[src/pipe_pkg.sv]
// ##################################################################
// shared definitions for the pipeline
// data and register number widths, opcodes, both instruction
// formats, the instruction union and the operand source select
// ##################################################################
`default_nettype none

package pipe_pkg;

	// datapath and register number widths
	localparam int data_w = 16;
	localparam int reg_w = 4;

	// opcodes live in the top nibble of every instruction
	typedef enum logic [3:0] {
		nop    = 4'd0,
		add    = 4'd1,
		sub    = 4'd2,
		and_op = 4'd3,
		or_op  = 4'd4,
		addi   = 4'd5,
		ld     = 4'd6,
		st     = 4'd7
	} op_t;

	// register format: add, sub, and, or, st (rs2 is store data)
	typedef struct packed {
		op_t              opcode;
		logic [reg_w-1:0] rd;
		logic [reg_w-1:0] rs1;
		logic [reg_w-1:0] rs2;
	} r_fmt_t;

	// immediate format: addi, ld (imm4 zero extended)
	typedef struct packed {
		op_t              opcode;
		logic [reg_w-1:0] rd;
		logic [reg_w-1:0] rs1;
		logic [3:0]       imm4;
	} i_fmt_t;

	// one 16-bit word, two views
	typedef union packed {
		r_fmt_t r;
		i_fmt_t i;
	} instr_u;

	// where an ALU operand comes from
	typedef enum logic [1:0] {
		fwd_rf     = 2'd0,
		fwd_ex_mem = 2'd1,
		fwd_mem_wb = 2'd2
	} fwd_sel_t;

endpackage

`default_nettype wire
[src/stage_tags_if.sv]
// ##################################################################
// hazard tags of one pipeline register
// owner side loads them, watch side is the hazard unit
// ##################################################################
`timescale 1ns/1ps
`default_nettype none

interface stage_tags_if;

	// destination and source register numbers
	logic [pipe_pkg::reg_w-1:0] dst;
	logic [pipe_pkg::reg_w-1:0] src1;
	logic [pipe_pkg::reg_w-1:0] src2;
	// memory and writeback control
	logic                       mem_read;
	logic                       mem_write;
	logic                       reg_write;

	modport owner (
		output dst, src1, src2, mem_read, mem_write, reg_write
	);

	modport watch (
		input dst, src1, src2, mem_read, mem_write, reg_write
	);

endinterface

`default_nettype wire

[src/pipe_core.sv]
// ##################################################################
// pipeline top level
// decode, ID/EX, EX/MEM and MEM/WB registers, writeback select,
// hazard unit, register file, execute and memory stages
// ##################################################################
`timescale 1ns/1ps
`default_nettype none

module pipe_core #(
	parameter int mem_depth = 16
) (
	input  logic                        clk,
	input  logic                        rst_n,
	input  logic                        instr_valid,
	input  logic [pipe_pkg::data_w-1:0] instr,
	output logic                        stall,
	output logic                        wb_valid,
	output logic [pipe_pkg::reg_w-1:0]  wb_reg,
	output logic [pipe_pkg::data_w-1:0] wb_data
);
	import pipe_pkg::*;

	stage_tags_if id_ex_tags ();
	stage_tags_if ex_mem_tags ();
	stage_tags_if mem_wb_tags ();

	// decode outputs
	instr_u            dec;
	logic              id_valid;
	op_t               id_op;
	logic [reg_w-1:0]  id_dst;
	logic [reg_w-1:0]  id_src1;
	logic [reg_w-1:0]  id_src2;
	logic              id_mem_read;
	logic              id_mem_write;
	logic              id_reg_write;
	logic [data_w-1:0] id_imm;
	logic [data_w-1:0] rf_data1;
	logic [data_w-1:0] rf_data2;

	// ID/EX payload
	op_t               ex_op;
	logic [data_w-1:0] ex_rs1_val;
	logic [data_w-1:0] ex_rs2_val;
	logic [data_w-1:0] ex_imm;
	logic [data_w-1:0] alu_result;
	logic [data_w-1:0] alu_store_data;

	// EX/MEM and MEM/WB payload
	logic [data_w-1:0] mem_result;
	logic [data_w-1:0] mem_store_data;
	logic [data_w-1:0] wb_result;
	logic [data_w-1:0] load_data;

	// hazard unit outputs
	fwd_sel_t          fwd_a;
	fwd_sel_t          fwd_b;
	logic              fwd_store;
	logic [3:0]        no_op;
	logic [3:0]        hold;

	assign dec = instr;
	assign id_valid = instr_valid && !no_op[0];
	assign id_imm = {{(data_w-4){1'b0}}, dec.i.imm4};

	// decode into tags, a dropped or empty slot becomes a bubble
	always_comb begin
		id_op = nop;
		id_dst = '0;
		id_src1 = '0;
		id_src2 = '0;
		id_mem_read = 1'b0;
		id_mem_write = 1'b0;
		id_reg_write = 1'b0;
		if (id_valid) begin
			case (dec.r.opcode)
				add, sub, and_op, or_op: begin
					id_op = dec.r.opcode;
					id_dst = dec.r.rd;
					id_src1 = dec.r.rs1;
					id_src2 = dec.r.rs2;
					id_reg_write = 1'b1;
				end
				addi, ld: begin
					id_op = dec.i.opcode;
					id_dst = dec.i.rd;
					id_src1 = dec.i.rs1;
					id_mem_read = (dec.i.opcode == ld);
					id_reg_write = 1'b1;
				end
				st: begin
					id_op = st;
					id_src1 = dec.r.rs1;
					id_src2 = dec.r.rs2;
					id_mem_write = 1'b1;
				end
				default: id_op = nop;
			endcase
		end
		// writes to r0 are dropped here
		id_reg_write = id_reg_write && (id_dst != '0);
	end

	// ID/EX control
	always_ff @(posedge clk) begin
		if (!rst_n || no_op[1]) begin
			ex_op <= nop;
			{id_ex_tags.dst, id_ex_tags.src1, id_ex_tags.src2} <= '0;
			{id_ex_tags.mem_read, id_ex_tags.mem_write, id_ex_tags.reg_write} <= '0;
		end else if (!hold[1]) begin
			ex_op <= id_op;
			{id_ex_tags.dst, id_ex_tags.src1, id_ex_tags.src2} <=
				{id_dst, id_src1, id_src2};
			{id_ex_tags.mem_read, id_ex_tags.mem_write, id_ex_tags.reg_write} <=
				{id_mem_read, id_mem_write, id_reg_write};
		end
	end

	// ID/EX operands
	always_ff @(posedge clk) begin
		if (hold[1]) begin
			// a waiting consumer catches the older write leaving WB
			if (fwd_a == fwd_mem_wb) begin
				ex_rs1_val <= wb_data;
			end
			if (fwd_b == fwd_mem_wb) begin
				ex_rs2_val <= wb_data;
			end
		end else begin
			ex_rs1_val <= rf_data1;
			ex_rs2_val <= rf_data2;
			ex_imm <= id_imm;
		end
	end

	// EX/MEM and MEM/WB control
	always_ff @(posedge clk) begin
		if (!rst_n || no_op[2]) begin
			{ex_mem_tags.dst, ex_mem_tags.src1, ex_mem_tags.src2} <= '0;
			{ex_mem_tags.mem_read, ex_mem_tags.mem_write, ex_mem_tags.reg_write} <= '0;
		end else if (!hold[2]) begin
			{ex_mem_tags.dst, ex_mem_tags.src1, ex_mem_tags.src2} <=
				{id_ex_tags.dst, id_ex_tags.src1, id_ex_tags.src2};
			{ex_mem_tags.mem_read, ex_mem_tags.mem_write, ex_mem_tags.reg_write} <=
				{id_ex_tags.mem_read, id_ex_tags.mem_write, id_ex_tags.reg_write};
		end
		if (!rst_n || no_op[3]) begin
			{mem_wb_tags.dst, mem_wb_tags.src1, mem_wb_tags.src2} <= '0;
			{mem_wb_tags.mem_read, mem_wb_tags.mem_write, mem_wb_tags.reg_write} <= '0;
		end else begin
			{mem_wb_tags.dst, mem_wb_tags.src1, mem_wb_tags.src2} <=
				{ex_mem_tags.dst, ex_mem_tags.src1, ex_mem_tags.src2};
			{mem_wb_tags.mem_read, mem_wb_tags.mem_write, mem_wb_tags.reg_write} <=
				{ex_mem_tags.mem_read, ex_mem_tags.mem_write, ex_mem_tags.reg_write};
		end
	end

	// EX/MEM and MEM/WB payload
	always_ff @(posedge clk) begin
		if (!hold[2]) begin
			mem_result <= alu_result;
			mem_store_data <= alu_store_data;
		end
		wb_result <= mem_result;
	end

	// writeback select, loads take the registered memory word
	assign wb_data = mem_wb_tags.mem_read ? load_data : wb_result;
	assign wb_valid = mem_wb_tags.reg_write;
	assign wb_reg = mem_wb_tags.dst;
	assign stall = hold[0];

	hazard_unit haz0 (
		.id_ex     (id_ex_tags),
		.ex_mem    (ex_mem_tags),
		.mem_wb    (mem_wb_tags),
		.fwd_a     (fwd_a),
		.fwd_b     (fwd_b),
		.fwd_store (fwd_store),
		.no_op     (no_op),
		.hold      (hold)
	);

	reg_file rf0 (
		.clk      (clk),
		.rst_n    (rst_n),
		.rd_addr1 (dec.r.rs1),
		.rd_addr2 (dec.r.rs2),
		.rd_data1 (rf_data1),
		.rd_data2 (rf_data2),
		.wr_en    (mem_wb_tags.reg_write),
		.wr_addr  (mem_wb_tags.dst),
		.wr_data  (wb_data)
	);

	exec_stage ex0 (
		.op            (ex_op),
		.rs1_val       (ex_rs1_val),
		.rs2_val       (ex_rs2_val),
		.imm           (ex_imm),
		.ex_mem_result (mem_result),
		.mem_wb_result (wb_data),
		.fwd_a         (fwd_a),
		.fwd_b         (fwd_b),
		.result        (alu_result),
		.store_data    (alu_store_data)
	);

	mem_stage #(
		.mem_depth (mem_depth)
	) mem0 (
		.clk        (clk),
		.rst_n      (rst_n),
		.addr       (mem_result),
		.store_data (mem_store_data),
		.wb_data    (wb_data),
		.fwd_store  (fwd_store),
		.write      (ex_mem_tags.mem_write),
		.load_data  (load_data)
	);

endmodule

`default_nettype wire

[src/mem_stage.sv]
// ##################################################################
// memory stage
// data memory with registered read, store data forwarding from WB
// ##################################################################
`timescale 1ns/1ps
`default_nettype none

module mem_stage #(
	parameter int mem_depth = 16
) (
	input  logic                        clk,
	input  logic                        rst_n,
	input  logic [pipe_pkg::data_w-1:0] addr,
	input  logic [pipe_pkg::data_w-1:0] store_data,
	input  logic [pipe_pkg::data_w-1:0] wb_data,
	input  logic                        fwd_store,
	input  logic                        write,
	output logic [pipe_pkg::data_w-1:0] load_data
);
	import pipe_pkg::*;

	localparam int addr_w = $clog2(mem_depth);

	logic [data_w-1:0] mem [0:mem_depth-1];
	logic [addr_w-1:0] idx;
	logic [data_w-1:0] wr_word;

	// word index from the low address bits
	assign idx = addr[addr_w-1:0];

	// loaded value still in WB replaces stale store data
	assign wr_word = fwd_store ? wb_data : store_data;

	always_ff @(posedge clk) begin
		if (!rst_n) begin
			for (int i = 0; i < mem_depth; i++) begin
				mem[i] <= '0;
			end
		end else if (write) begin
			mem[idx] <= wr_word;
		end
	end

	// read data lands together with MEM/WB
	always_ff @(posedge clk) begin
		load_data <= mem[idx];
	end

endmodule

`default_nettype wire

[src/exec_stage.sv]
// ##################################################################
// execute stage
// operand forwarding muxes and the ALU
// ##################################################################
`timescale 1ns/1ps
`default_nettype none

module exec_stage (
	input  pipe_pkg::op_t               op,
	input  logic [pipe_pkg::data_w-1:0] rs1_val,
	input  logic [pipe_pkg::data_w-1:0] rs2_val,
	input  logic [pipe_pkg::data_w-1:0] imm,
	input  logic [pipe_pkg::data_w-1:0] ex_mem_result,
	input  logic [pipe_pkg::data_w-1:0] mem_wb_result,
	input  pipe_pkg::fwd_sel_t          fwd_a,
	input  pipe_pkg::fwd_sel_t          fwd_b,
	output logic [pipe_pkg::data_w-1:0] result,
	output logic [pipe_pkg::data_w-1:0] store_data
);
	import pipe_pkg::*;

	// one operand, from the register read or a later stage
	function automatic logic [data_w-1:0] pick(
		input fwd_sel_t          sel,
		input logic [data_w-1:0] reg_val,
		input logic [data_w-1:0] ex_val,
		input logic [data_w-1:0] wb_val
	);
		case (sel)
			fwd_ex_mem: return ex_val;
			fwd_mem_wb: return wb_val;
			default: return reg_val;
		endcase
	endfunction

	logic [data_w-1:0] opnd_a;
	logic [data_w-1:0] opnd_b;

	assign opnd_a = pick(fwd_a, rs1_val, ex_mem_result, mem_wb_result);
	assign opnd_b = pick(fwd_b, rs2_val, ex_mem_result, mem_wb_result);

	always_comb begin
		case (op)
			add:    result = opnd_a + opnd_b;
			sub:    result = opnd_a - opnd_b;
			and_op: result = opnd_a & opnd_b;
			or_op:  result = opnd_a | opnd_b;
			// effective address or immediate sum
			addi, ld: result = opnd_a + imm;
			// store address is rs1 alone
			st:     result = opnd_a;
			default: result = '0;
		endcase
	end

	// store value, already forwarded
	assign store_data = opnd_b;

endmodule

`default_nettype wire

[src/reg_file.sv]
// ##################################################################
// register file, 16 x 16
// two read ports, one write port with write-through, r0 is zero
// ##################################################################
`timescale 1ns/1ps
`default_nettype none

module reg_file (
	input  logic                        clk,
	input  logic                        rst_n,
	input  logic [pipe_pkg::reg_w-1:0]  rd_addr1,
	input  logic [pipe_pkg::reg_w-1:0]  rd_addr2,
	output logic [pipe_pkg::data_w-1:0] rd_data1,
	output logic [pipe_pkg::data_w-1:0] rd_data2,
	input  logic                        wr_en,
	input  logic [pipe_pkg::reg_w-1:0]  wr_addr,
	input  logic [pipe_pkg::data_w-1:0] wr_data
);
	import pipe_pkg::*;

	logic [data_w-1:0] regs [0:(1 << reg_w)-1];

	// r0 never gets written
	always_ff @(posedge clk) begin
		if (!rst_n) begin
			for (int i = 0; i < (1 << reg_w); i++) begin
				regs[i] <= '0;
			end
		end else if (wr_en && (wr_addr != '0)) begin
			regs[wr_addr] <= wr_data;
		end
	end

	// same-cycle write shows up on the read port
	assign rd_data1 = (rd_addr1 == '0) ? '0 :
		((wr_en && (wr_addr == rd_addr1)) ? wr_data : regs[rd_addr1]);
	assign rd_data2 = (rd_addr2 == '0) ? '0 :
		((wr_en && (wr_addr == rd_addr2)) ? wr_data : regs[rd_addr2]);

endmodule

`default_nettype wire

[src/hazard_unit.sv]
// ##################################################################
// hazard detection
// EX-EX and MEM-EX operand forwarding, MEM-MEM store forwarding,
// load-to-use stall with per-register bubble and hold vectors
// ##################################################################
`timescale 1ns/1ps
`default_nettype none

module hazard_unit (
	stage_tags_if.watch         id_ex,
	stage_tags_if.watch         ex_mem,
	stage_tags_if.watch         mem_wb,
	output pipe_pkg::fwd_sel_t  fwd_a,
	output pipe_pkg::fwd_sel_t  fwd_b,
	output logic                fwd_store,
	output logic [3:0]          no_op,
	output logic [3:0]          hold
);
	import pipe_pkg::*;

	// a later stage writing a nonzero register that an earlier one reads
	function automatic logic tag_hit(
		input logic [reg_w-1:0] dst,
		input logic [reg_w-1:0] src,
		input logic             wr
	);
		return wr && (dst != '0) && (dst == src);
	endfunction

	logic ex_hit_a;
	logic ex_hit_b;
	logic wb_hit_a;
	logic wb_hit_b;
	logic load_use;

	// producer one ahead of the ALU operands
	assign ex_hit_a = tag_hit(ex_mem.dst, id_ex.src1, ex_mem.reg_write);
	assign ex_hit_b = tag_hit(ex_mem.dst, id_ex.src2, ex_mem.reg_write);

	// producer two ahead
	assign wb_hit_a = tag_hit(mem_wb.dst, id_ex.src1, mem_wb.reg_write);
	assign wb_hit_b = tag_hit(mem_wb.dst, id_ex.src2, mem_wb.reg_write);

	// a load in EX/MEM has no data yet, so it cannot forward
	assign load_use = ex_mem.mem_read && (ex_hit_a || ex_hit_b);

	// EX/MEM is the newer value and wins over MEM/WB
	assign fwd_a = (ex_hit_a && !ex_mem.mem_read) ? fwd_ex_mem :
		(wb_hit_a ? fwd_mem_wb : fwd_rf);
	assign fwd_b = (ex_hit_b && !ex_mem.mem_read) ? fwd_ex_mem :
		(wb_hit_b ? fwd_mem_wb : fwd_rf);

	// store data in MEM taken from the instruction in WB
	assign fwd_store = ex_mem.mem_write &&
		tag_hit(mem_wb.dst, ex_mem.src2, mem_wb.reg_write);

	// bit 0 input, bit 1 ID/EX, bit 2 EX/MEM, bit 3 MEM/WB
	// stall: bubble into EX/MEM, consumer and input wait one cycle
	assign no_op = load_use ? 4'b0100 : 4'b0000;
	assign hold  = load_use ? 4'b0011 : 4'b0000;

endmodule

`default_nettype wire

[config.mk]
export PLATFORM = sky130hd
export DESIGN_NAME = pipe_core
export DESIGN_NICKNAME = d
export VERILOG_FILES = /design/src/pipe_pkg.sv /design/src/stage_tags_if.sv /design/src/pipe_core.sv /design/src/mem_stage.sv /design/src/exec_stage.sv /design/src/reg_file.sv /design/src/hazard_unit.sv
export SDC_FILE = /design/constraint.sdc
export NUM_CORES = 1
export LEC_CHECK = 0
export BUFFER_PORTS_ARGS = -buffer_cell sky130_fd_sc_hd__buf_4
export CAP_MARGIN = 20
export CORE_MARGIN = 2
export CORE_UTILIZATION = 24
export CTS_BUF_LIST = sky130_fd_sc_hd__clkbuf_4 sky130_fd_sc_hd__clkbuf_8
export DETAILED_ROUTE_END_ITERATION = 16
export SLEW_MARGIN = 15
export SYNTH_ARGS = -nofsm -noshare
export SYNTH_HDL_FRONTEND = slang
export SYNTH_SLANG_ARGS = --single-unit
[constraint.sdc]
create_clock -name clk -period 12.7 [get_ports clk]
set_clock_uncertainty 0.2 [all_clocks]
set_input_delay 0.635 -clock clk [delete_from_list [all_inputs] [get_ports clk]]
set_output_delay 0.635 -clock clk [all_outputs]
set_load 0.005 [all_outputs]
# Yosys cells after proc, flatten, opt, wreduce, memory -nomap -nowiden
# Memories as Yosys holds them, arrays and structs flattened. A register that Yosys moved wholly into a read port is not among the register bits.
# Cells that the tools add are included.
[totals]
ff_bits = 120
ram_bits = 512
input_bits = 19
output_inout_bits = 22
elab_cells = 135
mem_count = 2
[memory_table]
columns = ["name", "words", "word_bits", "read_ports", "rd_ports_with_merged_regs", "write_ports", "line_no", "rtl"]
rows = [
  ["mem0.mem", 16, 16, 1, 1, 16, "mem_stage.sv:24", "logic [data_w-1:0] mem [0:mem_depth-1];"],
  ["rf0.regs", 16, 16, 2, 0, 16, "reg_file.sv:21", "logic [data_w-1:0] regs [0:(1 << reg_w)-1];"],
]
[op_classes]
n_addsub = 3
eq_ne = 27
mux = 46
bitwise_logic = 2
n_reduce_logical = 34
[ops]
columns = ["cell", "n"]
rows = [
  ["16-bit 2-to-1 mux", 12],
  ["16-bit case mux with 6 select lines", 1],
  ["16-bit case mux with 2 select lines", 2],
  ["4-bit 2-to-1 mux", 9],
  ["4-bit by 3-bit == test with 1-bit output, second input constant", 8],
  ["16-bit OR reduction", 2],
  ["4-bit == test", 7],
  ["16-bit adder", 1],
  ["16-bit by 4-bit adder with 16-bit output", 1],
  ["16-bit bitwise AND", 1],
  ["4-bit by 2-bit == test with 1-bit output, second input constant", 4],
  ["16-bit OR", 1],
  ["16-bit subtractor", 1],
  ["1-bit logical AND", 15],
  ["1-bit 2-to-1 mux", 15],
  ["4-bit nonzero test", 3],
  ["2-bit 2-to-1 mux", 5],
  ["4-bit by 1-bit == test with 1-bit output, second input constant", 2],
  ["4-bit logical NOT", 2],
  ["4-bit case mux with 2 select lines", 1],
  ["7-bit OR reduction", 1],
  ["6-bit OR reduction", 1],
  ["5-bit OR reduction", 1],
  ["2-bit by 1-bit == test with 1-bit output, second input constant", 2],
  ["7 further kinds", 14],
]

# Depth between registers and ports, before layout
[logic_depth]
depth_word = 11
depth_mapped = 23
depth_no_buf = 20

# Cells and area by module
# From an unflattened synthesis, not the netlist that was laid out.
[unflattened]
hier_cells = 2529
area_unflattened_um2 = 33063.0
[by_module_without_submodules]
columns = ["mod", "instances", "cells_per_inst", "area_each_um2", "seq_area_each_um2"]
rows = [
  ["reg_file", 1, 1049, 14146.1, 7687.4],
  ["mem_stage", 1, 764, 11542.3, 8007.7],
  ["pipe_core", 1, 308, 4626.9, 3343.2],
  ["exec_stage", 1, 365, 2392.3, 0.0],
  ["hazard_unit", 1, 43, 355.3, 0.0],
]

# Worst setup path before layout
# Ideal clock, no wire load.
[synth_path]
kind = "reg2reg"
startpoint = "register ex_mem_tags.dst[0] (netlist bit)"
endpoint = "register mem_result[15]"
setup_time_ns = 0.128
arrival_time_ns = 4.911
t_required_ns = 12.372
setup_slack_ns = 7.461
path_stages_with_launch = 23
n_path_buf = 3
period_less_slack_ns = 5.239
cell_sequence = "dfxtp_1 > o41ai_1 > nor3_2 > and2_1 > buf_2 > clkbuf_1 > clkbuf_1 > nand2_1 > o21ai_0 > xor2_1 > a221oi_1 > inv_1 > ha_1 > a21o_1 > a21o_1 > a2111oi_0 > nor3_1 > a211oi_1 > a21oi_1 > a31o_2 > a31oi_1 > or4_1 > nand3_1"
[synth_via]
elab_chain_cells = 9
word_cells_on_any_way = 22
cone_classes = "add/sub: 3; eq/ne: 6; mux: 5; bitwise: 2; reduce/logical: 6"
[synth_rtl]
columns = ["element", "line_no", "rtl"]
rows = [
  ["from (decl)", "stage_tags_if.sv:11", "logic [pipe_pkg::reg_w-1:0] dst;"],
  ["4-bit nonzero test", "hazard_unit.sv:27", "return wr && (dst != '0) && (dst == src);"],
  ["1-bit logical AND", "hazard_unit.sv:27", ""],
  ["1-bit logical AND *", "hazard_unit.sv:27", ""],
  ["1-bit logical AND *", "hazard_unit.sv:50", "assign fwd_b = (ex_hit_b && !ex_mem.mem_read) ? fwd_ex_mem :"],
  ["2-bit 2-to-1 mux *", "hazard_unit.sv:50", ""],
  ["2-bit == test / 2-bit by 1-bit == test with 1-bit output (equally long branches)", "exec_stage.sv:29", "case (sel)"],
  ["16-bit case mux with 2 select lines *", "exec_stage.sv:29", ""],
  ["via alu_store_data[1]", "pipe_core.sv:47", "logic [data_w-1:0] alu_store_data;"],
  ["16-bit subtractor / 16-bit adder (equally long branches)", "exec_stage.sv:45, exec_stage.sv:44", ""],
  ["16-bit case mux with 6 select lines *", "exec_stage.sv:43", "case (op)"],
  ["via alu_result[15]", "pipe_core.sv:46", "logic [data_w-1:0] alu_result;"],
  ["to (signal assigned)", "pipe_core.sv:161", "mem_result <= alu_result;"],
  ["to (decl)", "pipe_core.sv:50", "logic [data_w-1:0] mem_result;"],
]
# The timed path passes the listed nets; every way through them passes the cells marked *.
# A chain may end at the register's enable or synchronous reset.

# Worst setup path after layout
[layout_path]
startpoint = "register mem_wb_tags.dst (netlist bit wb_reg[0])"
endpoint = "register mem_result[15]"
[layout_via]
elab_chain_cells = 9
word_cells_on_any_way = 22
cone_classes = "add/sub: 3; eq/ne: 6; mux: 7; bitwise: 2; reduce/logical: 4"
[layout_rtl]
columns = ["element", "line_no", "rtl"]
rows = [
  ["from (decl)", "stage_tags_if.sv:11", ""],
  ["4-bit nonzero test", "hazard_unit.sv:27", ""],
  ["1-bit logical AND", "hazard_unit.sv:27", ""],
  ["1-bit logical AND *", "hazard_unit.sv:27", ""],
  ["2-bit 2-to-1 mux *", "hazard_unit.sv:51", "(wb_hit_b ? fwd_mem_wb : fwd_rf);"],
  ["2-bit 2-to-1 mux *", "hazard_unit.sv:50", ""],
  ["2-bit == test / 2-bit by 1-bit == test with 1-bit output (equally long branches)", "exec_stage.sv:29", ""],
  ["16-bit case mux with 2 select lines *", "exec_stage.sv:29", ""],
  ["via alu_store_data[1]", "pipe_core.sv:47", ""],
  ["16-bit subtractor / 16-bit adder (equally long branches)", "exec_stage.sv:45, exec_stage.sv:44", ""],
  ["16-bit case mux with 6 select lines *", "exec_stage.sv:43", ""],
  ["via alu_result[15]", "pipe_core.sv:46", ""],
]
# Marked as above.

==> impl_results.md <==
* Layout Nets at 2370
* Share of cells above drive strength 1 at 23.7%
* Syn avg cell area at around 13 um2
* Initial DRT Pass Iterations at 5
* Crit path max fanout at 14
* Pin count of the biggest net entering global routing at 65
* RSZ-0062 raised after global routing: false
* Worst-Margin Slew at 1110 ps
* RD Place Congestion at 0.885
* Slowest cell on crit path: dfxtp_1
* Final Cycle Share at around 50%
* Total GRT Usage at 13.9%
* First-pass GRT wire length at 134000 um
* Peak supply drop at roughly 0.078 mV
* Min Tclk post-route at ~6300 ps
* Final setup violation count at 0
* Antenna violations before repair at 2
* Yosys warnings at 0
* Clock buffer depth at 3
* CP max stage delay at 750 ps
* Port Buffers at 40
* Final hold vios at 0
* Max-slew violation count at 0
* Critical Path RT at 13100 ps
* DR iter-0 viols at 2474
* Row Count at 130
* Vias in the first global route at 19894
* Via-to-Cell Ratio at between 4 and 5
* Total gr overflow at 0
* Hold crit path type: in -> reg
* Top flop regs: mem0.mem x256, rf0.regs x256
* Worst Path Class, Setup: reg -> reg
* Unique masters post-synth at between 60 and 70
* Die ar. at about 130000 um2
* Worst skew pair latency at between 700 and 800 ps
* Vias at 19880
* Power Dens Cells at 140 nW/um2
* Status: finished, final reports clean
* Detail Placement HPWL at 56800 um
* Ys async rst share at 0%
* Mapped Cells at 2278
* CTS tree: done
* Clock sink count at 648
* Total CTS buffers at 101
* Wire per inst at 22.5 um
* CP arrival at 6730 ps
* Ys flop type: edfxtp_1
* Post-synth top area cell: edfxtp_1
* Worst hold slack at 61.5 ps
* Area share of the largest cell type after synthesis at 54.0%
* CTS clk-pin slew, worst paths at 70 ps
* Fmax at 158 MHz
* Post-synth EDFFs at 548
* Die H at 360 um
* DRC Markers at 0
* Setup TNS at 0 ps
* Register area share after synthesis at ~61%
* H-Tree Depth at 3
* Clock root buffer: clkbuf_8
* Setup crit start kind: flip-flop
* P&R area growth vs syn at 15.3%
* Routed Antenna Nets at 0
* Max_slew headroom at 26.3%
* Static leakage at ~12 nW
* Mapped cell area at 30500 um2
* Initial Util at 24.2%
* DIE WIDTH at approximately 360 um
* Synth top area cells: edfxtp_1, mux4_2, nor2_1
* Nature of the critical path endpoint: flip-flop
* Seq cells post-synth at 648
* Total wire length at 91600 um
* Crit path cell chain: o41ai_4 -> nor3_2 -> nand2_1 -> nor2_1 -> a21oi_1 -> o21ai_0 -> xor2_1 -> a221oi_1 -> inv_1 -> ha_1 -> a21o_1 -> a21o_1 -> a2111oi_0 -> nor3_1 -> a211oi_1 -> a21oi_1 -> a31o_2 -> a31oi_1 -> or4_1 -> nand3_1
* MaxCap Viol Count at 0
* Total I/O pin count at just over 40
* Core area at 126000 um2
-- cells in the final DEF, fill, tap and decap left out, drive strengths merged, types with 4 or more instances in the layout --
cell / instances
edfxtp: 548
nor2: 547
mux4: 240
clkbuf: 149
nand2: 134
buf: 120
dfxtp: 100
o21ai: 75
inv: 73
a21oi: 54
nand3: 39
o22ai: 36
clkinv: 30
nor3: 27
xor2: 25
xnor2: 23
and3: 18
mux2i: 17
conb: 16
ha: 15
and2: 10
a211oi: 10
a22o: 8
dlygate4sd3: 8
nor2b: 7
o221ai: 7
nand2b: 6
nand4: 5
or3: 5
o211ai: 5
a21o: 5
or4: 5
nor4: 4
bufinv: 4
-- layer usage --
layer	up-vias	share of wire [%]	GRT usage, %
met1	10115	41	18.5
met5	-	0.014	0
met3	164	9.6	2.87
li1	8565	-	-
met4	2	3.1	4.96
met2	1034	47	22.3
-- synth_stat cells, types with 3 or more instances --
cell type  number
nor3_1         24
mux4_2        240
or4_1           4
dfxtp_1       100
nor4_1          4
or2_2           3
buf_1          26
nand2_1       134
o31ai_1         3
nor3_2          3
xnor2_1        23
o211ai_1        5
o21ai_0        51
o21ai_1        24
ha_1           15
a21o_1          5
and2_1         10
xor2_1         25
a21oi_1        54
nand3_1        39
a211oi_1       10
nor2b_1         7
mux2_2          3
and3_1         18
mux2i_1        17
edfxtp_1      548
nand4_1         5
inv_1          69
o221ai_1        7
clkbuf_1      159
nand2b_1        6
o22ai_1        36
nor2_1        547
nor3b_1         3
a22o_1          8
or3_1           5
-- worst max-delay path: cells and delay by family, from the launching register on --
kind	cells	cell delay, ps
compound gates	11	3210
xor+xnor	1	120
fa+ha+maj	1	290
buf+inv	1	100
flops	1	750
simple gates	6	1520
-- report_power, final --
part / switching [mW] / internal, mW / leakage, nW
Combinational: 0.373 / 0.233 / 4.32
Clock: 0.859 / 1.00 / 1.13
Sequential: 0.0566 / 2.41 / 6.50
-- metrics by stage --
| step | utilization (%) | worst slack [ps] | instance area [um2] | cells | power [mW] |
|---|---|---|---|---|---|
| 2_1_floorplan | - | 7460 | 30500 | 2293 | 2.86 |
| 3_3_place_gp | 26.1 | 6560 | 32800 | 3869 | 3.10 |
| 3_5_place_dp | 26.1 | 6560 | 32800 | 3871 | 3.10 |
| 4_1_cts | 27.9 | 6510 | 35100 | 4067 | 4.96 |
| 5_1_grt | 27.9 | 5910 | 35100 | 4071 | 5.10 |
| 6_report | 27.9 | 6370 | 35100 | 4072 | 4.93 |
-- final cells by class --
type	count	area, um2
diodes	2	5.00
clock buffers	149	1820
clock inverters	39	312
fillers	12689	90600
inverters	70	263
multi-input cells	1386	11200
flip-flops and latches	648	18500
well taps	1650	2060
repair buffers	128	1040
-- final timing paths --
check / to / slack, ps / start / cells after the start
worst max-delay path: mem_result[15] / 6370 / wb_reg[0] / 20
worst min-delay path: ex_op[2] / 60 / instr[15] / 4
worst max register to register: mem_result[15] / 6370 / wb_reg[0] / 20
worst min register to register: wb_result[4] / 210 / mem_result[4] / 0
-- logic make-up after synthesis --
| logic type | after synthesis | share of synthesized area, % |
|---|---|---|
| flops | 648 | 60.6 |
| buf+inv | 259 | 3.24 |
| simple gates | 823 | 11.2 |
| mux | 260 | 18.4 |
| other cells | 1 | 0.0123 |
| fa+ha+maj | 16 | 0.682 |
| xor+xnor | 48 | 1.38 |
| compound gates | 223 | 4.48 |
-- what timing repair did --
item / CTS / global route
hold buffers: 8 / 0
hold endpoints to repair: 10 / 0
setup buffers: 0 / 0
resized for setup: 0 / 0
No activity file was read; power rests on OpenSTA's default activity.
